## src/hw/mport_pkg.sv

```systemverilog
package mport_pkg;

  localparam int NUM_PORTS     = 2;
  localparam int NUM_BANKS     = 8;
  localparam int ROWS_PER_BANK = 16;
  localparam int WORDS_PER_ROW = 4;

  localparam int DATA_BITS     = 32;
  localparam int ROW_DATA_BITS = DATA_BITS * WORDS_PER_ROW;
  localparam int BANK_BITS     = $clog2(NUM_BANKS);
  localparam int ROW_BITS      = $clog2(ROWS_PER_BANK);
  localparam int WORD_BITS     = $clog2(WORDS_PER_ROW);
  localparam int ADDR_BITS     = ROW_BITS + BANK_BITS + WORD_BITS;
  localparam int PADR_BITS     = BANK_BITS + ROW_BITS + WORD_BITS;

  // user address is {row, bank, word}
  localparam int WORD_LSB = 0;
  localparam int BANK_LSB = WORD_LSB + WORD_BITS;
  localparam int ROW_LSB  = BANK_LSB + BANK_BITS;

  localparam int READ_LATENCY = 2;  // acceptance to rd_vld

  typedef logic [DATA_BITS-1:0]     data_t;
  typedef logic [ROW_DATA_BITS-1:0] row_data_t;
  typedef logic [ADDR_BITS-1:0]     addr_t;
  typedef logic [BANK_BITS-1:0]     bank_t;
  typedef logic [ROW_BITS-1:0]      row_t;
  typedef logic [WORD_BITS-1:0]     word_t;
  typedef logic [PADR_BITS-1:0]     padr_t;  // {bank, row, word}

endpackage
```

## src/hw/bank_unit.sv

```systemverilog
module bank_unit #(
  parameter int BANK_ID = 0
) (
  input  logic             clk,
  input  logic             bank_en,
  input  logic             bank_we,
  input  mport_pkg::row_t  bank_row,
  input  mport_pkg::word_t bank_word,
  input  mport_pkg::data_t bank_din,
  input  logic             refr_vld,
  input  mport_pkg::bank_t refr_bank,
  output mport_pkg::data_t bank_dout
);

  localparam mport_pkg::bank_t MY_BANK = mport_pkg::BANK_BITS'(BANK_ID);

  mport_pkg::row_data_t mem [mport_pkg::ROWS_PER_BANK];

  mport_pkg::row_data_t wr_mask;  // bit-write mask for one word
  mport_pkg::row_data_t wr_data;
  mport_pkg::row_data_t rd_row;
  mport_pkg::data_t     rd_word;

  always_comb begin
    wr_mask = mport_pkg::row_data_t'({mport_pkg::DATA_BITS{1'b1}})
              << (bank_word * mport_pkg::DATA_BITS);
    wr_data = {mport_pkg::WORDS_PER_ROW{bank_din}};  // word replicated into every lane
  end

  assign rd_row  = mem[bank_row];
  assign rd_word = rd_row[bank_word * mport_pkg::DATA_BITS +: mport_pkg::DATA_BITS];

  // full row write, only masked bits change
  always_ff @(posedge clk) begin
    if (bank_en && bank_we) begin
      mem[bank_row] <= (rd_row & ~wr_mask) | (wr_data & wr_mask);
    end
  end

  // word select registered at the acceptance edge
  always_ff @(posedge clk) begin
    if (bank_en && !bank_we) begin
      bank_dout <= rd_word;
    end
  end

  // refresh scheduler and arbiter together keep traffic off a refreshing bank
  no_access_in_refresh: assert property (@(posedge clk)
    !(bank_en && refr_vld && refr_bank == MY_BANK))
    else $error("bank %0d accessed during refresh", BANK_ID);

endmodule

```

## config.mk

```make
export PLATFORM = sky130hd
export DESIGN_NAME = bank_unit
export DESIGN_NICKNAME = d
export VERILOG_FILES = /design/src/hw/mport_pkg.sv /design/src/hw/bank_unit.sv
export SDC_FILE = /design/constraint.sdc
export NUM_CORES = 2
export LEC_CHECK = 0
export ABC_AREA = 1
export BUFFER_PORTS_ARGS = -buffer_cell sky130_fd_sc_hd__buf_4
export CORE_MARGIN = 5
export CORE_UTILIZATION = 35
export CTS_CLUSTER_SIZE = 14
export DETAILED_ROUTE_END_ITERATION = 10
export PLACE_DENSITY_LB_ADDON = 0.25
export SYNTH_ARGS = -nofsm -noshare
export SYNTH_HDL_FRONTEND = slang
export SYNTH_SLANG_ARGS = --single-unit
```

## constraint.sdc

```tcl
create_clock -name clk -period 7.85 [get_ports clk]
set_input_delay 1.1775 -clock clk [delete_from_list [all_inputs] [get_ports clk]]
set_output_delay 1.1775 -clock clk [all_outputs]
set_load 0.02 [all_outputs]
```

==> flow_summary.toml <==
[outcome]
outcome = "complete, no violations"

[cts]
ctsResizeCount = 0
cts_setup_buffers = 0
clock-sinks = 2080
root_buffer = "clkbuf_16"
tritoncts = "done"
cts_made_buffers = 204
cts_hold_buf = 0
cts_max_level = 4
clkTransAtPathRegs_ns = 0.06
clk_latency_ns = 0.84
clockBufferDepth = 3

[logic_synthesis]
synth_ff_type = "edfxtp_1"
avgSynthCellArea_um2 = 10.3
synth_top_area_cell = "edfxtp_1"
synth_common_cells = "5447 x nand2_1, 2080 x edfxtp_1, 342 x nor2_1"
syn-instance-count = 8481
syn_nets = 8526
synth_seq_area_share_pct = 71.7
synth_edf_count = 2080
yosysTopAreaCellShare_pct = 71.7
synth.distinct_cells = 15
synthTopCellsByArea = "edfxtp_1 72%, nand2_1 23%, nor2_1 1.5%"
yosys.cell_count.top_type = "nand2_1"
synth_warnings = 0
synth-seq-cells = 2080
ys_async_sr_fraction_pct = 0
syn-cell-area_mm2 = 0.0871

[setup_path]
crit_top_cell = "nand2_1"
critPathBufInv = 3
critPathTopFamily = "buffers and inverters"
path_cells = "buf_8 > buf_4 > buf_4 > nand2_1 > nand2_1 > nand2_1 > nand2_1 > nor2_1 > o21ai_1"
critPathCaptureType = "flip-flop"
rrSetupSlack_ns = 5.81
worstPathArrival_ns = 4.61
cp_max_fo = 65
start_kind = "input pin"
criticalPathCategory = "input pin to flip-flop"
critPathSlowestCell = "buf_4"
cpPeakStageDelay_ns = 0.79
crit_required_ns = 8.35

[placed_design]
routabilityCongestion = 0.728
dp_hpwl_um = 112000
pre_cts_ws_ns = 2.91
dp_cells = 11600
io_buffers = 72

[sta]
drv_slew = 0
period_minus_slack_ns = 4.11
setup_viol = 0
hold_ws_ns = 0.852
rsz0062_at_grt = "false"
final.setup_skew_ns = 0.0278
worst_slack_ns = 3.74
maxSlewHeadroom_pct = 12.9
final-hold-violation-count = 0
clock.fmax_mhz = 243
period_share_pct = 52.4
worstMarginPinSlew_ns = 1.30

[floorplanning]
die_w_um = 509
dieArea_mm2 = 0.259
start_util_pct = 35.1
fp.dieH_um = 509
io_pins = 77
rows = 183
core_area_mm2 = 0.248

[detailed_routing]
drcViolationCount = 0
num_vias = 57000
ant_nets = 0
vias_per_cell = 4.76
first_iter_violations = 4291
wl_um = 241000
post_drt_wl_per_cell_um = 20.1
firstDrtPassIters = 5

[global_route]
grt_start_max_net_pins = 170
grt_pass1_vias = 54000
grt_pass1_wl_um = 357000
antenna_found_initial = 9
gr-total-overflow = 0
track_usage_pct = 18.3

[worst_hold_path]
hold_class = "input pin to flip-flop"

[finish]
drive_gt1_share_pct = 6.14
fillers = 23800
stdcell_count = 12000
fin_nets = 8524
syn_to_final_growth_pct = 12.3
final_core_util_pct = 39.4

[pwr]
peakVddDrop_v = 0.000236
power.total_mw = 23.6
powerDensity_mw_per_mm2 = 241
p_leak_nw = 39.7

[flow_run]
drv_cap = 0
[state kept, by name, summed over array words and instances (netlist names)]
register	cells
mem	2048
bank_dout	32
[final timing paths]
check	to	depth (start not counted)	start
max reg2reg	mem[6][14]	8	mem[3][14]
min reg2reg	bank_dout[13]	8	mem[11][45]
min	mem[1][97]	3	bank_din[1]
max	mem[13][53]	9	bank_row[1]
[cell families (layout without fill, tap and decap cells)]
| kind of cell | after synthesis | in the layout | synth area share [%] |
|---|---|---|---|
| flops | 2080 | 2080 | 71.7 |
| other cells | 0 | 5 | 0 |
| compound gates | 128 | 128 | 0.735 |
| simple gates | 5824 | 5824 | 25.1 |
| buf+inv | 449 | 612 | 2.44 |
[per-layer routing]
metal	wire [µm]	part of all wire (%)	GRT usage (%)
met2	120000	50	32.5
met5	0	0	0
met3	9090	3.8	2.00
met1	105000	43	23.7
met4	6860	2.8	5.51
[layout by cell type, fill, tap and decap left out, drive strengths merged]
cell type and count:
edfxtp 2080, clkinvlp 4, clkbuf 264, o21ai 128, nor2 343, nand3 34, nand2 5447, inv 17
diode 5, buf 225, clkinv 92, bufinv 10
[power by group]
| part | internal, mW | total (mW) | switching (mW) | leakage, nW |
|---|---|---|---|---|
| Combinational | 0.377 | 1.66 | 1.29 | 17.7 |
| Clock | 5.25 | 9.35 | 4.10 | 3.09 |
| Sequential | 12.6 | 12.6 | 0.0271 | 18.9 |
[metrics by stage]
step	TNS, ns	cell area, µm²
global route	0	97900
global placement	0	91600
CTS	0	97900
finish	0	97900
floorplan	-287.51	87100
detailed placement	0	91600
[worst reg2reg max path, stage by stage, from the launching register on]
cell and delay [ns]:
edfxtp_1 0.33, nand2_1 0.05, nand2_1 0.10, nand2_1 0.05, nand2_1 0.09, nand2_1 0.05, nand2_1 0.13, nor2_1 0.09
o21ai_1 0.79
[cell type report]
class / instances / area [µm²] / area share (%)
Sequential cell: 2080 / 62500 / 63.8
Multi-Input combinational cell: 5952 / 22700 / 23.2
Clock buffer: 264 / 5520 / 5.64
Tap cell: 3330 / 4170 / 4.26
Timing Repair Buffer: 225 / 2140 / 2.19
Clock inverter: 107 / 778 / 0.795
Inverter: 16 / 91.3 / 0.0933
Antenna cell: 5 / 12.5 / 0.0128
No activity file was read; power rests on OpenSTA's default activity.
