$ cat src/hw/mport_pkg.sv
package mport_pkg;

  localparam int NUM_PORTS     = 2;
  localparam int NUM_BANKS     = 8;
  localparam int ROWS_PER_BANK = 16;
  localparam int WORDS_PER_ROW = 4;

  localparam int DATA_BITS     = 32;
  localparam int ROW_DATA_BITS = DATA_BITS * WORDS_PER_ROW;
  localparam int BANK_BITS     = $clog2(NUM_BANKS);
  localparam int ROW_BITS      = $clog2(ROWS_PER_BANK);
  localparam int WORD_BITS     = $clog2(WORDS_PER_ROW);
  localparam int ADDR_BITS     = ROW_BITS + BANK_BITS + WORD_BITS;
  localparam int PADR_BITS     = BANK_BITS + ROW_BITS + WORD_BITS;

  // user address is {row, bank, word}
  localparam int WORD_LSB = 0;
  localparam int BANK_LSB = WORD_LSB + WORD_BITS;
  localparam int ROW_LSB  = BANK_LSB + BANK_BITS;

  localparam int READ_LATENCY = 2;  // acceptance to rd_vld

  typedef logic [DATA_BITS-1:0]     data_t;
  typedef logic [ROW_DATA_BITS-1:0] row_data_t;
  typedef logic [ADDR_BITS-1:0]     addr_t;
  typedef logic [BANK_BITS-1:0]     bank_t;
  typedef logic [ROW_BITS-1:0]      row_t;
  typedef logic [WORD_BITS-1:0]     word_t;
  typedef logic [PADR_BITS-1:0]     padr_t;  // {bank, row, word}

endpackage
$ cat src/hw/port_arbiter.sv
module port_arbiter (
  input  logic [mport_pkg::NUM_PORTS-1:0]       req_valid,
  input  logic [mport_pkg::NUM_PORTS-1:0]       req_write,
  input  mport_pkg::addr_t                      req_addr [mport_pkg::NUM_PORTS],
  input  mport_pkg::data_t                      req_din [mport_pkg::NUM_PORTS],
  input  logic                                  refr_vld,
  input  mport_pkg::bank_t                      refr_bank,
  output logic [mport_pkg::NUM_PORTS-1:0]       req_ready,
  output logic [mport_pkg::NUM_BANKS-1:0]       bank_en,
  output logic [mport_pkg::NUM_BANKS-1:0]       bank_we,
  output mport_pkg::row_t                       bank_row [mport_pkg::NUM_BANKS],
  output mport_pkg::word_t                      bank_word [mport_pkg::NUM_BANKS],
  output mport_pkg::data_t                      bank_din [mport_pkg::NUM_BANKS],
  output logic [$clog2(mport_pkg::NUM_PORTS)-1:0] bank_port [mport_pkg::NUM_BANKS],
  output logic [mport_pkg::NUM_PORTS-1:0]       read_port_valid,
  output mport_pkg::bank_t                      read_port_bank [mport_pkg::NUM_PORTS]
);

  localparam int PORT_BITS = $clog2(mport_pkg::NUM_PORTS);

  mport_pkg::bank_t req_bank [mport_pkg::NUM_PORTS];
  mport_pkg::row_t  req_row  [mport_pkg::NUM_PORTS];
  mport_pkg::word_t req_word [mport_pkg::NUM_PORTS];
  logic [mport_pkg::NUM_BANKS-1:0] grant [mport_pkg::NUM_PORTS];  // one-hot bank per port

  always_comb begin
    for (int p = 0; p < mport_pkg::NUM_PORTS; p++) begin
      req_bank[p] = req_addr[p][mport_pkg::BANK_LSB +: mport_pkg::BANK_BITS];
      req_row[p]  = req_addr[p][mport_pkg::ROW_LSB +: mport_pkg::ROW_BITS];
      req_word[p] = req_addr[p][mport_pkg::WORD_LSB +: mport_pkg::WORD_BITS];
    end
  end

  // lower port index has priority on a shared bank
  always_comb begin
    for (int p = 0; p < mport_pkg::NUM_PORTS; p++) begin
      req_ready[p] = !(refr_vld && req_bank[p] == refr_bank);
      for (int q = 0; q < p; q++) begin
        if (req_valid[q] && req_bank[q] == req_bank[p]) begin
          req_ready[p] = 1'b0;
        end
      end
      grant[p] = '0;
      grant[p][req_bank[p]] = req_valid[p] & req_ready[p];
      read_port_valid[p] = req_valid[p] & req_ready[p] & ~req_write[p];
      read_port_bank[p]  = req_bank[p];
    end
  end

  // steer the winning port onto each bank
  always_comb begin
    for (int b = 0; b < mport_pkg::NUM_BANKS; b++) begin
      bank_en[b]   = 1'b0;
      bank_port[b] = '0;
      for (int p = 0; p < mport_pkg::NUM_PORTS; p++) begin
        if (grant[p][b]) begin
          bank_en[b]   = 1'b1;
          bank_port[b] = PORT_BITS'(p);
        end
      end
      bank_we[b]   = bank_en[b] & req_write[bank_port[b]];
      bank_row[b]  = req_row[bank_port[b]];
      bank_word[b] = req_word[bank_port[b]];
      bank_din[b]  = req_din[bank_port[b]];
    end
  end

  // ready rule and steering together must never hand one bank to two ports
  always_comb begin : grant_check
    logic [mport_pkg::NUM_PORTS-1:0] claims;
    for (int b = 0; b < mport_pkg::NUM_BANKS; b++) begin
      for (int p = 0; p < mport_pkg::NUM_PORTS; p++) begin
        claims[p] = grant[p][b];
      end
      assert ($onehot0(claims))
        else $error("bank %0d granted to more than one port", b);
    end
  end

endmodule

$ cat config.mk
export PLATFORM = sky130hd
export DESIGN_NAME = port_arbiter
export DESIGN_NICKNAME = d
export VERILOG_FILES = /design/src/hw/mport_pkg.sv /design/src/hw/port_arbiter.sv
export SDC_FILE = /design/constraint.sdc
export NUM_CORES = 1
export LEC_CHECK = 0
export BUFFER_PORTS_ARGS = -buffer_cell sky130_fd_sc_hd__buf_2
export CAP_MARGIN = 5
export CORE_AREA = 2 2 167 169
export DETAILED_ROUTE_END_ITERATION = 10
export DIE_AREA = 0 0 169 171
export REMOVE_ABC_BUFFERS = 1
export SLEW_MARGIN = 20
export SYNTH_ARGS = -nofsm -noshare
export SYNTH_HDL_FRONTEND = slang
export SYNTH_SLANG_ARGS = --single-unit
$ cat constraint.sdc
create_clock -name vclk -period 1.7
set_input_delay 0.085 -clock vclk [all_inputs]
set_output_delay 0.085 -clock vclk [all_outputs]
set_load 0.05 [all_outputs]
==> impl_metrics.toml <==
[floorplanning]
die_w_um = 169
io_pins = 428
dieArea_um2 = 28900
core_region_area_um2 = 27320
die_h_um = 171
rows = 61
start_util_pct = 14.89

[timing]
rsz0062_at_grt = "true"
period_share_pct = 102.0
setup_tns_ps = -838.8
worstMarginPinSlew_ps = 346.4
worst_slack_ps = -33.58
setup_viol_count_final = 72
finalHoldViolations = 0
fmax_mhz = 576.8
finalCriticalPeriod_ps = 1734
slew_violations = 0
maxSlewHeadroom_pct = 76.84

[routing]
wl_per_cell_um = 18.54
first_pass_iters = 6
drcViolationCount = 0
ant_nets = 0
drt-initial-drc-count = 209
routed_wl_um = 22100
vias = 5310
viasPerCell = 4.455

[pwr]
power.leakage_nw = 3.900
peakVddDrop_mv = 0.1904
p_total_mw = 3.799
p_per_area_nw_per_um2 = 478.7

[global_routing]
grt_util_all_layers_pct = 12.31
grt_max_degree = 25
antenna_found_initial = 0
grt.overflow.total = 0
grt_pass1_vias = 4787
grt_pass1_wl_um = 28210

[yosys]
postSynthAreaPerCell_um2 = 9.802
synthCells = 415
ys_types = 17
ys_warn_count = 0
synth_top_area_cell = "mux2_2"
synth_area_leaders = "mux2_2 84%, buf_2 3.9%, xnor2_1 1.9%"
synth_top_area_share_pct = 84.16
ys_seq_area_share_pct = 0
synthesis.area_um2 = 4068

[critical_path]
endpoint_kind = "output port"
required_ps = 1620
arrival_ps = 1650
path_max_fanout = 12
worst_setup_path_start_kind = "input pin"
path_class = "in -> out"

[layout]
final_cell_mix = "316 x buf_2, 291 x mux2_2, 65 x buf_6"
regArea_um2 = 0
fin_util_pct = 29.05
nClkBuffers = 0
fin_cells = 1192
synthToLayoutAreaGrowth_pct = 95.11
design.seq.count = 0
final_common_cell = "buf_2"
drive_gt1_share_pct = 94.44
fin_nets = 938
antenna_cells = 0

[placed_design]
dp_hpwl_um = 15330
port_buffers = 428
routabilityCongestion = 0.8324
dp.cells = 1180

[worst_hold_path]
hold_class = "in -> out"
whs_path_depth = 2

[outcome]
violations = "negative setup slack"
outcome = "complete, but fails checks"

[clocking]
cts_hold_buf = 0

[job]
drv_cap = 0
==> layer usage <==
layer	GRT usage [%]	vias up	wire [um]
met5	0	-	0
met4	2.750	0	369
met3	0.8328	25	1212
met2	23.41	275	11480
met1	15.11	2563	9039
li1	-	2447	-
==> stage by stage <==
stage | worst slack (ps) | instance area (um2) | hold slack (ps)
detailed placement | -107.4 | 6920 | 516.1
global route | -85.77 | 7936 | 493.4
CTS | -90.61 | 7537 | 525.9
floorplan | -850.7 | 3862 | 170.0
global placement | -99.46 | 6920 | 513.1
finish | -33.58 | 7936 | 490.7
==> Yosys cell counts <==
master,number
nor2_1,9
inv_1,9
nand4_1,1
nand2_1,5
nand2b_1,5
nand4_2,2
mux2_2,304
o32ai_1,8
xnor2_1,9
o21ai_0,8
buf_2,32
or2_2,1
or3b_2,1
and3b_1,1
buf_4,6
nand3b_1,3
nand3_1,11
==> cells by family after synthesis <==
group / after synthesis / synth area share [%]
and+or+nand+nor: 39 / 5.321
buffers and inverters: 47 / 5.875
AOI/OAI and AO/OA: 16 / 2.707
xor gates and xnor gates: 9 / 1.938
muxes: 304 / 84.16
==> report_power, final <==
| group | switching, mW | internal, mW | total (mW) |
|---|---|---|---|
| Sequential | 0 | 0 | 0 |
| Clock | 0 | 0 | 0 |
| Combinational | 2.64 | 1.16 | 3.80 |
==> critical path: stages <==
cell and delay, ps:
buf_12 120, xnor2_4 170, nand4_4 150, buf_12 170
nand3_4 150, buf_12 130, buf_16 150, mux2_2 350
buf_6 150
==> path summary, 6_finish.rpt <==
kind        start                 to
max   req_addr[3]      bank_din[128]
min   req_addr[3]  read_port_bank[1]
==> layout make-up <==
class                      count  area, um2
tap                          346      432.9
inverter                       9      33.78
timing repair buffer         469       3400
multi-input combinational    368       4070
fill                        2810      19390
==> timing repair <==
action / in CTS / in global routing
resized for setup: 159 / 86
setup buffers: 4 / 1
cloned: 3 / 5
setup endpoints to repair: 303 / 311
pin swaps: 1 / 6
No activity file was read; power rests on OpenSTA's default activity.
