File: config.mk
export PLATFORM = sky130hd
export DESIGN_NAME = read_return
export DESIGN_NICKNAME = d
export VERILOG_FILES = /design/src/hw/mport_pkg.sv /design/src/hw/read_return.sv
export SDC_FILE = /design/constraint.sdc
export NUM_CORES = 1
export LEC_CHECK = 0
export BUFFER_PORTS_ARGS = -buffer_cell sky130_fd_sc_hd__buf_2
export CAP_MARGIN = 20
export CORE_ASPECT_RATIO = 0.5
export CORE_MARGIN = 2
export CORE_UTILIZATION = 48
export CTS_BUF_LIST = sky130_fd_sc_hd__clkbuf_4
export CTS_CLUSTER_SIZE = 30
export DETAILED_ROUTE_END_ITERATION = 8
export GPL_TIMING_DRIVEN = 0
export HOLD_SLACK_MARGIN = 0.08
export PLACE_DENSITY = 0.87
export SETUP_SLACK_MARGIN = 0.05
export SYNTH_ARGS = -nofsm -noshare
export SYNTH_HDL_FRONTEND = slang
export SYNTH_SLANG_ARGS = --single-unit
File: constraint.sdc
create_clock -name clk -period 2.01 [get_ports clk]
set_clock_uncertainty 0.15 [all_clocks]
set_input_delay 0.5025 -clock clk [delete_from_list [all_inputs] [get_ports clk]]
set_output_delay 0.5025 -clock clk [all_outputs]
set_load 0.02 [all_outputs]
File: src/hw/mport_pkg.sv
package mport_pkg;

  localparam int NUM_PORTS     = 2;
  localparam int NUM_BANKS     = 8;
  localparam int ROWS_PER_BANK = 16;
  localparam int WORDS_PER_ROW = 4;

  localparam int DATA_BITS     = 32;
  localparam int ROW_DATA_BITS = DATA_BITS * WORDS_PER_ROW;
  localparam int BANK_BITS     = $clog2(NUM_BANKS);
  localparam int ROW_BITS      = $clog2(ROWS_PER_BANK);
  localparam int WORD_BITS     = $clog2(WORDS_PER_ROW);
  localparam int ADDR_BITS     = ROW_BITS + BANK_BITS + WORD_BITS;
  localparam int PADR_BITS     = BANK_BITS + ROW_BITS + WORD_BITS;

  // user address is {row, bank, word}
  localparam int WORD_LSB = 0;
  localparam int BANK_LSB = WORD_LSB + WORD_BITS;
  localparam int ROW_LSB  = BANK_LSB + BANK_BITS;

  localparam int READ_LATENCY = 2;  // acceptance to rd_vld

  typedef logic [DATA_BITS-1:0]     data_t;
  typedef logic [ROW_DATA_BITS-1:0] row_data_t;
  typedef logic [ADDR_BITS-1:0]     addr_t;
  typedef logic [BANK_BITS-1:0]     bank_t;
  typedef logic [ROW_BITS-1:0]      row_t;
  typedef logic [WORD_BITS-1:0]     word_t;
  typedef logic [PADR_BITS-1:0]     padr_t;  // {bank, row, word}

endpackage
File: src/hw/read_return.sv
module read_return (
  input  logic                            clk,
  input  logic                            reset,
  input  logic [mport_pkg::NUM_PORTS-1:0] read_port_valid,
  input  mport_pkg::bank_t                read_port_bank [mport_pkg::NUM_PORTS],
  input  mport_pkg::padr_t                read_port_padr [mport_pkg::NUM_PORTS],
  input  mport_pkg::data_t                bank_dout [mport_pkg::NUM_BANKS],
  output logic [mport_pkg::NUM_PORTS-1:0] rd_vld,
  output mport_pkg::data_t                rd_dout [mport_pkg::NUM_PORTS],
  output mport_pkg::padr_t                rd_padr [mport_pkg::NUM_PORTS]
);

  logic [mport_pkg::NUM_PORTS-1:0] vld_q;  // lines up with bank_dout
  mport_pkg::bank_t bank_q [mport_pkg::NUM_PORTS];
  mport_pkg::padr_t padr_q [mport_pkg::NUM_PORTS];

  always_ff @(posedge clk) begin
    if (reset) begin
      vld_q  <= '0;
      rd_vld <= '0;
    end else begin
      vld_q  <= read_port_valid;
      rd_vld <= vld_q;
    end
  end

  // capture at acceptance
  always_ff @(posedge clk) begin
    for (int p = 0; p < mport_pkg::NUM_PORTS; p++) begin
      if (read_port_valid[p]) begin
        bank_q[p] <= read_port_bank[p];
        padr_q[p] <= read_port_padr[p];
      end
    end
  end

  // pick the bank word for each port
  always_ff @(posedge clk) begin
    for (int p = 0; p < mport_pkg::NUM_PORTS; p++) begin
      if (vld_q[p]) begin
        rd_dout[p] <= bank_dout[bank_q[p]];
        rd_padr[p] <= padr_q[p];
      end
    end
  end

  for (genvar p = 0; p < mport_pkg::NUM_PORTS; p++) begin : g_lat_chk
    rd_vld_latency: assert property (@(posedge clk) disable iff (reset)
      rd_vld[p] |-> $past(read_port_valid[p], mport_pkg::READ_LATENCY)
        && rd_padr[p][mport_pkg::PADR_BITS-1 -: mport_pkg::BANK_BITS]
           == $past(read_port_bank[p], mport_pkg::READ_LATENCY))
      else $error("port %0d read reply without matching acceptance", p);
  end

endmodule

==> summary.log <==
INFO  global_routing pin_count_of_the_biggest_net_entering_global_routing=26
INFO  setup_path     critPathRequiredTime=2.10ns
INFO  drt            detail-route-antenna-nets=0
INFO  finish         area_growth=35.6%
INFO  floorplan      rows=32
INFO  timing         slew_violations=0
INFO  floorplan      placeableCoreArea=15300squm
INFO  setup_path     path_common_cell=sky130_fd_sc_hd__buf_12
INFO  setup_path     cp_max_fo=10
INFO  drt            detailedRoute.firstIterationViolations=406
INFO  logic_synthesis synth_warnings=0
INFO  pwr            power.density=607nW/um^2
INFO  place          dp_slack=-0.252ns
INFO  clocking       insertion_delay=0.49ns
INFO  logic_synthesis netlist_area=7440squm
INFO  global_routing grt_pass1_wl=35800um
INFO  timing         max_freq=499MHz
INFO  setup_path     setup.worst_path.start_class=flip-flop
INFO  finish         fillers=1180
INFO  timing         setup_viol_count_final=0
INFO  global_routing final_global_route_overflow_total=0
INFO  timing         timing_hold_violations_final=0
INFO  clocking       cts.root.buffer_cell=sky130_fd_sc_hd__clkbuf_4
INFO  setup_path     reg_to_reg_critical_path_endpoint=rd_dout[11]$_DFFE_PP_
INFO  setup_path     crit_path_cell_trace=buf_12 -> buf_12 -> mux4_1 -> mux2_2
INFO  floorplan      dieArea=16600squm
INFO  setup_path     reg2reg_from=bank_q[0][3]$_DFFE_PP_
INFO  floorplan      initial_core_utilization=0.487
INFO  drt            via_count=5816
INFO  logic_synthesis synth_cells=342
INFO  logic_synthesis syn_nets=626
INFO  pwr            p_total=6.12mW
INFO  clocking       cts_tree=done
INFO  drt            drt_wl_total=24300um
INFO  floorplan      chip_width=180um
INFO  clocking       clkSinkCount=110
INFO  place          numPortBuffers=367
INFO  pwr            irDropWorstVdd=0.356mV
INFO  clocking       cts_inserted_buffers=9
INFO  global_routing antenna_found_initial=1
INFO  finish         multiInputGateArea=3780squm
INFO  flow_run       drv_cap=0
INFO  global_routing number_of_global_route_vias_before_repair=6406
INFO  timing         tightestPinTransition=0.676ns
INFO  setup_path     r2r_cells=4
INFO  setup_path     critPathCaptureType=flip-flop
INFO  timing         period_needed=2.00ns
INFO  setup_path     crit_slowest_cell=sky130_fd_sc_hd__mux4_1
INFO  setup_path     largest_incremental_delay_on_the_critical_path=0.54ns
INFO  floorplan      fp.dieH=92.0um
INFO  finish         layout-drive-gt1-share=0.797
INFO  pwr            p_leak=4.21nW
INFO  setup_path     crit_type=flip-flop to flip-flop
INFO  floorplan      ios=368
INFO  drt            wl_per_cell=25.3um
INFO  setup_path     endpoint=rd_dout[11]$_DFFE_PP_
INFO  finish         final_cells=963
INFO  timing         timing.final.ws_setup=0.00728ns
INFO  timing         timing.max_slew.rel_slack=0.549
INFO  logic_synthesis part_of_the_yosys_area_used_for_sequential_elements=0.439
INFO  hold_path      tightest_hold_check_type=input pin to flip-flop
INFO  place          dp_cells=915
INFO  clocking       h-tree-depth=3
INFO  place          place_congestion=0.868
INFO  setup_path     crit_start=bank_q[0][3]$_DFFE_PP_
INFO  timing         grt_setup_unrepaired=true
INFO  setup_path     worst-r2r-setup-slack=0.007ns
INFO  setup_path     worstPathArrival=2.09ns
INFO  place          hpwlAfterDp=18400um
INFO  global_routing global_router_s_overall_resource_usage=0.292
INFO  finish         ff_latch_area=3270squm
INFO  finish         n_antenna_cell=0
INFO  logic_synthesis synth.avg_cell_area=21.8squm
INFO  logic_synthesis synth_seq_cells=110
INFO  timing         post-route-period-util=0.996
INFO  logic_synthesis ys_types=10
INFO  clocking       clkSlewWorstSetupHoldPaths=0.22ns
INFO  drt            avgViaCountPerCell=6.04
INFO  drt            remaining_drc_errors=0
INFO  run_status     status=finished, final reports clean
INFO  clocking       cts_max_path_buffers=2
INFO  finish         fin_util=0.660
INFO  finish         nets=1038
INFO  drt            detail_route.first_pass.iterations=5
power breakdown:
group	internal (mW)	leakage, nW	switching, mW	total, mW
Clock	0.338	0.0868	0.907	1.25
Sequential	2.74	1.04	0.0658	2.81
Combinational	1.18	3.08	0.891	2.07
stage by stage:
stage	hold slack, ns	area [sq um]	TNS (ns)
after global routing	0.215	10100	-0.556
final	0.231	10100	0
after global placement	0.250	9530	-42.04
after detailed placement	0.255	9580	-10.45
after floorplan	0.250	7440	0
after CTS	0.198	10000	0
area by class of cell:
type | instances | share of cell area
multi-input cells | 196 | 0.374
well taps | 204 | 0.0253
clock buffers | 9 | 0.00670
flip-flops and latches | 110 | 0.324
clock inverters | 7 | 0.00955
plain buffers | 35 | 0.0394
repair buffers | 402 | 0.221
Yosys cell counts (all sizes together):
cell type / number / area share
mux4: 128 / 0.43
edfxtp: 106 / 0.43
mux2: 64 / 0.097
buf: 33 / 0.032
dfxtp: 4 / 0.011
nor2b: 4 / 0.0034
clkbuf: 3 / 0.0015
cell families (layout without fill, tap and decap cells):
logic type             Yosys count  count (layout)  synth area share
multiplexers                   192             192             0.525
flip-flops                     110             110             0.439
buffers and inverters           36             453            0.0335
AND/OR/NAND/NOR                  4               4           0.00336
what timing repair did:
action	CTS	global route
hold buffers	25	0
resized for setup	107	29
buffers inserted	5	1
endpoints found under the hold margin	28	0
endpoints found under the setup margin	64	64
gates cloned	0	2
worst min path at each step:
stage	startpoint	endpoint	slack (ns)	depth (start not counted)
after CTS	read_port_valid[0]	vld_q[0]$_SDFF_PP0_	0.20	2
after detailed placement	padr_q[0][3]$_DFFE_PP_	rd_padr[12]$_DFFE_PP_	0.26	0
after global placement	padr_q[0][8]$_DFFE_PP_	rd_padr[17]$_DFFE_PP_	0.25	0
final	read_port_valid[1]	vld_q[1]$_SDFF_PP0_	0.23	2
after floorplan	padr_q[1][0]$_DFFE_PP_	rd_padr[0]$_DFFE_PP_	0.25	0
after global routing	read_port_valid[1]	vld_q[1]$_SDFF_PP0_	0.22	2
sequential cells by signal, summed over array words and instances, names as in the netlist:
signal,flops
bank_q,6
padr_q,18
rd_dout,64
rd_padr,18
rd_vld,2
vld_q,2
placed cells by master (no fill, tap or decap):
master,instances
sky130_fd_sc_hd__clkbuf_16,2
sky130_fd_sc_hd__buf_12,15
sky130_fd_sc_hd__clkbuf_4,9
sky130_fd_sc_hd__dfxtp_2,2
sky130_fd_sc_hd__inv_8,2
sky130_fd_sc_hd__mux4_1,15
sky130_fd_sc_hd__mux4_2,113
sky130_fd_sc_hd__buf_4,12
sky130_fd_sc_hd__mux2_2,39
sky130_fd_sc_hd__clkinv_8,1
sky130_fd_sc_hd__mux2_4,25
sky130_fd_sc_hd__edfxtp_1,106
sky130_fd_sc_hd__buf_1,2
sky130_fd_sc_hd__inv_12,3
sky130_fd_sc_hd__nor2b_1,4
sky130_fd_sc_hd__buf_2,378
sky130_fd_sc_hd__inv_6,1
sky130_fd_sc_hd__buf_16,1
sky130_fd_sc_hd__clkbuf_2,2
sky130_fd_sc_hd__dfxtp_1,2
sky130_fd_sc_hd__dlygate4sd3_1,25
critical path, delay by kind of cell (launching register included):
| kind | cells | cell delay [ns] |
|---|---|---|
| mux | 2 | 0.81 |
| buf+inv | 2 | 0.36 |
| flops | 1 | 0.43 |
per-layer routing:
layer / vias up / part of all wire / global-route usage
met3: 61 / 0.068 / 0.0739
met2: 296 / 0.53 / 0.509
met4: 2 / 0.026 / 0.101
li1: 2409 / - / -
met5: - / 0.00053 / 0
met1: 3048 / 0.38 / 0.359
No activity file was read; power rests on OpenSTA's default activity.
