File: src/hw/mport_pkg.sv
package mport_pkg;

  localparam int NUM_PORTS     = 2;
  localparam int NUM_BANKS     = 8;
  localparam int ROWS_PER_BANK = 16;
  localparam int WORDS_PER_ROW = 4;

  localparam int DATA_BITS     = 32;
  localparam int ROW_DATA_BITS = DATA_BITS * WORDS_PER_ROW;
  localparam int BANK_BITS     = $clog2(NUM_BANKS);
  localparam int ROW_BITS      = $clog2(ROWS_PER_BANK);
  localparam int WORD_BITS     = $clog2(WORDS_PER_ROW);
  localparam int ADDR_BITS     = ROW_BITS + BANK_BITS + WORD_BITS;
  localparam int PADR_BITS     = BANK_BITS + ROW_BITS + WORD_BITS;

  // user address is {row, bank, word}
  localparam int WORD_LSB = 0;
  localparam int BANK_LSB = WORD_LSB + WORD_BITS;
  localparam int ROW_LSB  = BANK_LSB + BANK_BITS;

  localparam int READ_LATENCY = 2;  // acceptance to rd_vld

  typedef logic [DATA_BITS-1:0]     data_t;
  typedef logic [ROW_DATA_BITS-1:0] row_data_t;
  typedef logic [ADDR_BITS-1:0]     addr_t;
  typedef logic [BANK_BITS-1:0]     bank_t;
  typedef logic [ROW_BITS-1:0]      row_t;
  typedef logic [WORD_BITS-1:0]     word_t;
  typedef logic [PADR_BITS-1:0]     padr_t;  // {bank, row, word}

endpackage
File: src/hw/refresh_sched.sv
module refresh_sched #(
  parameter int REF_INTERVAL = 16
) (
  input  logic             clk,
  input  logic             reset,
  output logic             refr_vld,
  output mport_pkg::bank_t refr_bank
);

  localparam int CNT_BITS = (REF_INTERVAL > 2) ? $clog2(REF_INTERVAL) : 1;
  localparam logic [CNT_BITS-1:0] CNT_LAST = CNT_BITS'(REF_INTERVAL - 1);
  localparam mport_pkg::bank_t BANK_LAST = mport_pkg::BANK_BITS'(mport_pkg::NUM_BANKS - 1);

  logic [CNT_BITS-1:0] interval_cnt;
  logic                interval_done;

  assign interval_done = (interval_cnt == CNT_LAST);

  // interval counter runs from reset
  always_ff @(posedge clk) begin
    if (reset) begin
      interval_cnt <= '0;
    end else if (interval_done) begin
      interval_cnt <= '0;
    end else begin
      interval_cnt <= interval_cnt + 1'b1;
    end
  end

  // pulse lands in the cycle after the last count
  always_ff @(posedge clk) begin
    if (reset) begin
      refr_vld <= 1'b0;
    end else begin
      refr_vld <= interval_done;
    end
  end

  // bank pointer moves on once its refresh is done
  always_ff @(posedge clk) begin
    if (reset) begin
      refr_bank <= '0;
    end else if (refr_vld) begin
      refr_bank <= (refr_bank == BANK_LAST) ? '0 : refr_bank + 1'b1;
    end
  end

  refr_single_cycle: assert property (@(posedge clk) disable iff (reset)
    refr_vld |=> !refr_vld)
    else $error("refresh held for more than one cycle");

endmodule

File: config.mk
export PLATFORM = sky130hd
export DESIGN_NAME = refresh_sched
export DESIGN_NICKNAME = d
export VERILOG_FILES = /design/src/hw/mport_pkg.sv /design/src/hw/refresh_sched.sv
export SDC_FILE = /design/constraint.sdc
export NUM_CORES = 1
export LEC_CHECK = 0
export BUFFER_PORTS_ARGS = -buffer_cell sky130_fd_sc_hd__buf_4
export CELL_PAD_IN_SITES_DETAIL_PLACEMENT = 1
export CELL_PAD_IN_SITES_GLOBAL_PLACEMENT = 1
export CORE_AREA = 2 2 39 41
export DETAILED_ROUTE_END_ITERATION = 16
export DIE_AREA = 0 0 41 43
export PLACE_DENSITY_LB_ADDON = 0.1
export SLEW_MARGIN = 20
export SYNTH_ARGS = -nofsm -noshare
export SYNTH_HDL_FRONTEND = slang
export SYNTH_SLANG_ARGS = --single-unit
export TNS_END_PERCENT = 30
File: constraint.sdc
create_clock -name clk -period 3.25 [get_ports clk]
set_input_delay 0.1625 -clock clk [delete_from_list [all_inputs] [get_ports clk]]
set_output_delay 0.1625 -clock clk [all_outputs]
set_load 0.05 [all_outputs]
==> metrics.yaml, run 1 <==
busiest_layer: "met2"
n_fill_cell: 164
p_leak_nw: 0.169
hold_viol: 0
die-area_mm2: 0.00176
muxShareOfSynthArea: 0.0608
cts.clk_slew.worst_paths_ns: 0.05
nNetsFinal: 45
start_util: 0.238
cts_inserted_buffers: 3
post_cts_buffers: 0
peakVddDrop_mv: 0.143
syn-cell-area_um2: 329
crit_path_end_kind: "flip-flop"
synth_compound_area_frac: 0.0608
grt_max_degree: 9
synth_fa_ha_area_frac: 0.114
slew_violations: 0
ant_nets: 0
post_cts_resized: 0
synth_xor_area_frac: 0.0266
yosys.area_share.simple: 0.224
tightestPinTransition_ns: 0.197
antenna_cells: 0
dp_hpwl_um: 490
die_y_um: 43
syn_to_final_growth_pct: 22.8
rows: 14
portBuffers: 5
clkPwrFrac: 0.408
synthCells: 31
slew_headroom: 0.869
die_w_um: 41
multi_input_area_um2: 160
path_class: "flip-flop to flip-flop"
vias_per_cell: 4.46
antenna_found_initial: 0
globalRouteOverflowTotal: 0
io_pins: 6
cts.sink_count: 8
setup_tns_ns: 0
ys_seq_area_frac: 0.487
ctsHoldBuffers: 0
place.gp.congestion: 0.607
drive_gt1_frac: 0.263
layout_common_cells: "dfxtp_1, buf_4, nor2_1"
clkLatencyLatePin_ns: 0.26
drv_cap: 0
grt_use_total: 0.106
utilization: 0.292
r2r_cells: 4
grt_pass1_wl_um: 1160
vias: 241
synth_seq_cells: 8
cp.arrival_ns: 1.30
power_density_mw_per_mm2: 475
switching_power_uw: 43.0
routed_wl_um: 642
grt_pass1_vias: 275
met3_usage: 0.0471
hp-class: "input port to flip-flop"
crit_fanout: 4
seq_power_share: 0.545
status: "finished clean"
clk_path_buf_depth: 2
p_int_uw: 149
wire_per_inst_um: 11.9
firstDrtPassIters: 1
post-route-period-util: 0.339
start_kind: "flip-flop"
core-area_mm2: 0.00138
syn_nets: 36
max_clock_freq_mhz: 907
seqCellArea_um2: 160
first_iter_violations: 0
switching_share: 0.224
setup-violations-final: 0
finalClockSkew_ns: 0.000398
synth_top_family_by_area: "simple AND/OR/NAND/NOR gates"
required_ns: 3.45
cts-root-buf: "clkbuf_4"
comb_power_share: 0.047
yosysWarningCount: 0
final_common_cell: "dfxtp_1"
met1_usage: 0.104
avgSynthCellArea_um2: 10.6
post-route-min-period_ns: 1.10
grtUsageMet2: 0.153
rsz0062_at_grt: "false"
tritoncts: "built"
synth_cell_types: 16
whs_path_depth: 2
drcViolationCount: 0
cts.htree.levels: 1
==> synthesized netlist by cell type <==
library cell  instances  area [um^2]
and2b_1               1         7.51
and3_4                1         11.3
nand2b_1              1         6.26
inv_1                 1         3.75
nor3_1                1         5.00
clkbuf_2              1         5.00
nand3b_1              1         7.51
xnor2_1               1         8.76
ha_1                  3         37.5
nand4b_1              1         8.76
a21oi_1               3         15.0
dfxtp_1               8          160
nor3b_2               1         12.5
mux2i_1               2         20.0
o21ai_0               1         5.00
nor2_1                4         15.0
==> path summary, 6_finish.rpt <==
path                       end          from  slack [ns]
setup / recovery  refr_bank[1]  refr_bank[0]        2.15
hold / removal    refr_bank[1]         reset        0.13
setup reg to reg  refr_bank[1]  refr_bank[0]        2.15
hold reg to reg   refr_bank[1]  refr_bank[1]        0.50
==> registers in the layout, indices dropped and copies added (netlist names) <==
register / cells
refr_bank: 3
interval_cnt: 4
refr_vld: 1
==> worst max-delay path, cell delays in order, from the launching register on <==
cell,delay (ns)
dfxtp_1,0.33
ha_1,0.21
ha_1,0.20
nand3b_1,0.16
a21oi_1,0.14
==> cell families (layout without fill, tap and decap cells) <==
family / Yosys count / after routing
fa+ha+maj: 3 / 3
buf+inv: 2 / 9
simple gates: 11 / 11
flops: 8 / 8
xor+xnor: 1 / 1
mux: 2 / 2
compound gates: 4 / 4
==> area by class of cell <==
class,instances,area share
multi-input combinational,21,0.396
tap,16,0.0495
inverter,1,0.00929
sequential,8,0.396
timing repair buffer,5,0.0929
clock buffer,3,0.0557
==> power groups by stage <==
stage | Clock (mW) | Combinational (mW) | Sequential (mW)
3_5_place_dp | 0 | 0.00925 | 0.107
2_1_floorplan | 0 | 0.00715 | 0.106
5_1_grt | 0.0885 | 0.0103 | 0.105
6_report | 0.0783 | 0.00894 | 0.105
3_3_place_gp | 0 | 0.00870 | 0.106
4_1_cts | 0.0818 | 0.00930 | 0.104
==> metal layers <==
layer	up-vias	wire length (um)
met5	-	0
met4	0	30
met3	3	54
met2	8	317
met1	108	239
li1	122	-
==> metrics by stage <==
step	hold slack, ns	setup slack [ns]	total power [mW]	cells	cell area, um^2
after floorplan	0.412	1.88	0.113	31	329
after global placement	0.401	2.18	0.115	51	382
after detailed placement	0.407	2.14	0.116	51	382
after CTS	0.131	2.12	0.196	54	404
after global routing	0.131	2.07	0.204	54	404
final	0.130	2.15	0.192	54	404
(Power assumes the default switching activity.)
==> run 2, diff against run 1 <==
==> constraint.sdc (replaced) <==
create_clock -name clk -period 1.1 [get_ports clk]
set_input_delay 0.055 -clock clk [delete_from_list [all_inputs] [get_ports clk]]
set_output_delay 0.055 -clock clk [all_outputs]
set_load 0.05 [all_outputs]
==> metrics.yaml, run 2 (synthesized netlist as in run 1, its figures left out) <==
status: "finished clean"
rsz0062_at_grt: "false"
start_util: 0.238
power_uw: 578
dpl.cell_count: 51
setup_tns_ns: 0
cts.clk_slew.worst_paths_ns: 0.06
ant_nets: 0
drv_cap: 0
grt_max_degree: 9
layout_common_cells: "buf_4, dfxtp_1, nor2_1"
routed_wl_um: 674
crit_fanout: 4
clkLatencyLatePin_ns: 0.26
reg_top3: "interval_cnt (4), refr_bank (3), refr_vld (1)"
hp-class: "input port to flip-flop"
place.gp.congestion: 0.533
stdcell_area_um2: 444
wire_per_inst_um: 12.3
max_clock_freq_mhz: 978
vias_per_cell: 4.65
cts_inserted_buffers: 3
antenna_found_initial: 0
path_class: "flip-flop to flip-flop"
die_y_um: 43
syn_to_final_growth_pct: 35.0
largest_reg_flops: 4
crit_path_end_kind: "flip-flop"
first_iter_violations: 0
post-route-min-period_ns: 1.02
drcViolationCount: 0
cts.htree.levels: 1
clk_path_buf_depth: 2
cts-root-buf: "clkbuf_4"
tritoncts: "built"
slew_violations: 0
slew_headroom: 0.857
grt_pass1_wl_um: 1130
grt_pass1_vias: 259
peakVddDrop_mv: 0.599
dpl-instance-area_um2: 403
drive_gt1_frac: 0.410
rows: 14
top_register: "interval_cnt"
setup-violations-final: 0
power_density_mw_per_mm2: 1300
io_pins: 6
start_kind: "flip-flop"
p_leak_nw: 0.163
cts.sink_count: 8
vias: 256
firstDrtPassIters: 1
antenna_cells: 0
die-area_mm2: 0.00176
portBuffers: 5
dp_hpwl_um: 508
hold_viol: 0
tightestPinTransition_ns: 0.214
grt_use_total: 0.110
hold-worst-slack_ns: 0.0166
final_cells: 55
post-route-period-util: 0.930
die_w_um: 41
core-area_mm2: 0.00138
cp.arrival_ns: 1.21
nNetsFinal: 45
globalRouteOverflowTotal: 0
required_ns: 1.29
finalClockSkew_ns: 0.00615
==> run 2: cell count changes in the layout (fill, tap and decap cells not counted), moves of 2 or more <==
cell     previous run  this run
dfxtp_1             8         5
dfxtp_4             0         2
ha_1                3         0
ha_4                0         2
==> run 2: routing by layer <==
| metal | part of all wire | global-route usage | vias up |
|---|---|---|---|
| met5 | 0 | 0 | - |
| met4 | 0.056 | 0.120 | 0 |
| met3 | 0.070 | 0.0471 | 5 |
| met2 | 0.52 | 0.166 | 8 |
| met1 | 0.35 | 0.0945 | 121 |
| li1 | - | - | 122 |
==> run 2: worst max-delay path: stages (launching register included) <==
cell and delay (ns):
dfxtp_4 0.36, ha_4 0.16, ha_4 0.15, nand3b_1 0.14, a21oi_1 0.14
==> run 2: through the flow <==
step	setup WS (ns)	util
2_1_floorplan	0.00181	-
3_3_place_gp	0.0504	0.291
3_5_place_dp	0.0379	0.291
4_1_cts	0.0160	0.310
5_1_grt	0.00582	0.321
6_report	0.0773	0.321
==> run 2: worst paths after layout <==
kind | start | to | slack [ns] | cells after the start
max | refr_bank[0] | refr_bank[1] | 0.08 | 4
min | reset | refr_bank[1] | 0.02 | 2
max reg2reg | refr_bank[0] | refr_bank[1] | 0.08 | 4
min reg2reg | interval_cnt[0] | interval_cnt[0] | 0.49 | 1
==> run 2: cell type report <==
| class | instances | area [um^2] |
|---|---|---|
| clock buffer | 4 | 26.3 |
| fill | 158 | 940 |
| inverter | 1 | 3.75 |
| multi-input combinational | 21 | 188 |
| sequential | 8 | 169 |
| tap | 16 | 20.0 |
| timing repair buffer | 5 | 37.5 |
==> run 2: where the power goes <==
group          internal (mW)  switching, mW  leakage, nW  total [mW]
clock                  0.139          0.106       0.0150       0.245
sequential             0.295        0.00985       0.0672       0.304
combinational         0.0155         0.0124       0.0812      0.0279
==> run 2: repair_timing <==
item,4_1_cts,5_1_grt
gates resized for setup,0,2
hold buffers,0,0
endpoints found under the setup margin,0,3
buffers inserted,0,0
==> run 3, diff against run 2 <==
==> constraint.sdc (replaced) <==
create_clock -name clk -period 0.85 [get_ports clk]
set_input_delay 0.0425 -clock clk [delete_from_list [all_inputs] [get_ports clk]]
set_output_delay 0.0425 -clock clk [all_outputs]
set_load 0.05 [all_outputs]
==> metrics.yaml, run 3 (synthesized netlist as in run 1, its figures left out) <==
grt_use_total: 0.113
dr_wl_met3_um: 28
hp-class: "input port to flip-flop"
cp_cell_sequence: "ha_4, ha_4, nand3b_1, a21oi_2"
clkLatencyLatePin_ns: 0.25
setup-violations-final: 8
crit_top_cell: "ha_4"
die_y_um: 43
cts.sink_count: 8
p_leak_nw: 0.206
ant_nets: 0
vias_per_cell: 4.41
die-area_mm2: 0.00176
grt_max_degree: 9
rows: 14
cp.arrival_ns: 1.18
firstDrtPassIters: 1
drt-met1-wl_um: 320
crit_path_end_kind: "flip-flop"
antenna_cells: 0
maxUsedRoutingLayer: "met3"
portBuffers: 5
drv_cap: 0
hold_viol: 0
path_buf_inv: 0
first_iter_violations: 0
cts-root-buf: "clkbuf_4"
power_uw: 779
cts_inserted_buffers: 3
slowest_delay_ns: 0.35
clk_path_buf_depth: 2
drive_gt1_frac: 0.644
dpl.cell_count: 56
globalRouteOverflowTotal: 0
max_clock_freq_mhz: 1010
multi_input_area_um2: 220
post-route-min-period_ns: 0.991
tightestPinTransition_ns: 0.191
utilization: 0.400
grt_pass1_wl_um: 1270
routed_wl_um: 704
path_class: "flip-flop to flip-flop"
die_w_um: 41
tritoncts: "built"
met2_wirelength_um: 354
n_fill_cell: 156
seqCellArea_um2: 175
finalClockSkew_ns: 0.0109
violations: "negative setup slack"
antenna_found_initial: 0
status: "finished, violations left"
reg_top3: "interval_cnt (4), refr_bank (3), refr_vld (1)"
worst_slack_ns: -0.141
nNetsFinal: 51
final_common_cell: "buf_4"
top_register: "interval_cnt"
cp_top_family: "flip-flops"
post-place-ws_ns: -0.188
crit_fanout: 2
cp_slowest_cell: "dfxtp_4"
grt_pass1_vias: 292
core-area_mm2: 0.00138
final_cells: 61
syn_to_final_growth_pct: 68.1
required_ns: 1.04
layout_common_cells: "buf_4, buf_6"
cts.clk_slew.worst_paths_ns: 0.06
largest_reg_flops: 4
start_util: 0.238
setup_tns_ns: -0.698
post-route-period-util: 1.17
slew_headroom: 0.872
vias: 269
dp_hpwl_um: 555
wire_per_inst_um: 11.5
cts.htree.levels: 1
rsz0062_at_grt: "true"
place.gp.congestion: 0.578
io_pins: 6
slew_violations: 0
power_density_mw_per_mm2: 1410
peakVddDrop_mv: 0.448
drcViolationCount: 0
start_kind: "flip-flop"
-- run 3: timing repair --
| item | in CTS | in global routing |
|---|---|---|
| hold buffers | 0 | 1 |
| pin swaps | 3 | 1 |
| hold endpoints to repair | 0 | 1 |
| buffers inserted | 0 | 0 |
| setup endpoints to repair | 12 | 12 |
| resized for setup | 14 | 3 |
-- run 3: through the flow --
step | instance area (um^2) | hold slack [ns]
2_1_floorplan | 364 | 0.281
3_3_place_gp | 454 | 0.267
3_5_place_dp | 454 | 0.272
4_1_cts | 534 | 0.00696
5_1_grt | 553 | 0.00958
6_report | 553 | 0.0152
-- run 3: metal layers --
layer | up-vias | global-route usage
met5 | - | 0
met4 | 0 | 0.0800
met3 | 0 | 0.0471
met2 | 4 | 0.153
met1 | 130 | 0.137
li1 | 135 | -
-- run 3: final cells by class --
class / instances / area share
Multi-Input combinational cell: 21 / 0.398
Sequential cell: 8 / 0.317
Timing Repair Buffer: 11 / 0.195
Clock buffer: 4 / 0.0475
Tap cell: 16 / 0.0362
Inverter: 1 / 0.00679
-- run 3: worst paths after layout --
check | from | endpoint | slack (ns) | depth (start not counted)
worst max-delay path | refr_bank[1] | refr_bank[1] | -0.14 | 4
worst min-delay path | reset | refr_bank[2] | 0.02 | 2
worst max register to register | refr_bank[1] | refr_bank[1] | -0.14 | 4
worst min register to register | interval_cnt[3] | interval_cnt[3] | 0.50 | 2
-- run 3: power breakdown --
group          internal, mW  switching (mW)  leakage [nW]  total (mW)
Combinational        0.0455          0.0271         0.123      0.0726
Sequential            0.380          0.0144        0.0685       0.394
Clock                 0.180           0.132        0.0150       0.312
Total                 0.605           0.174         0.206       0.779
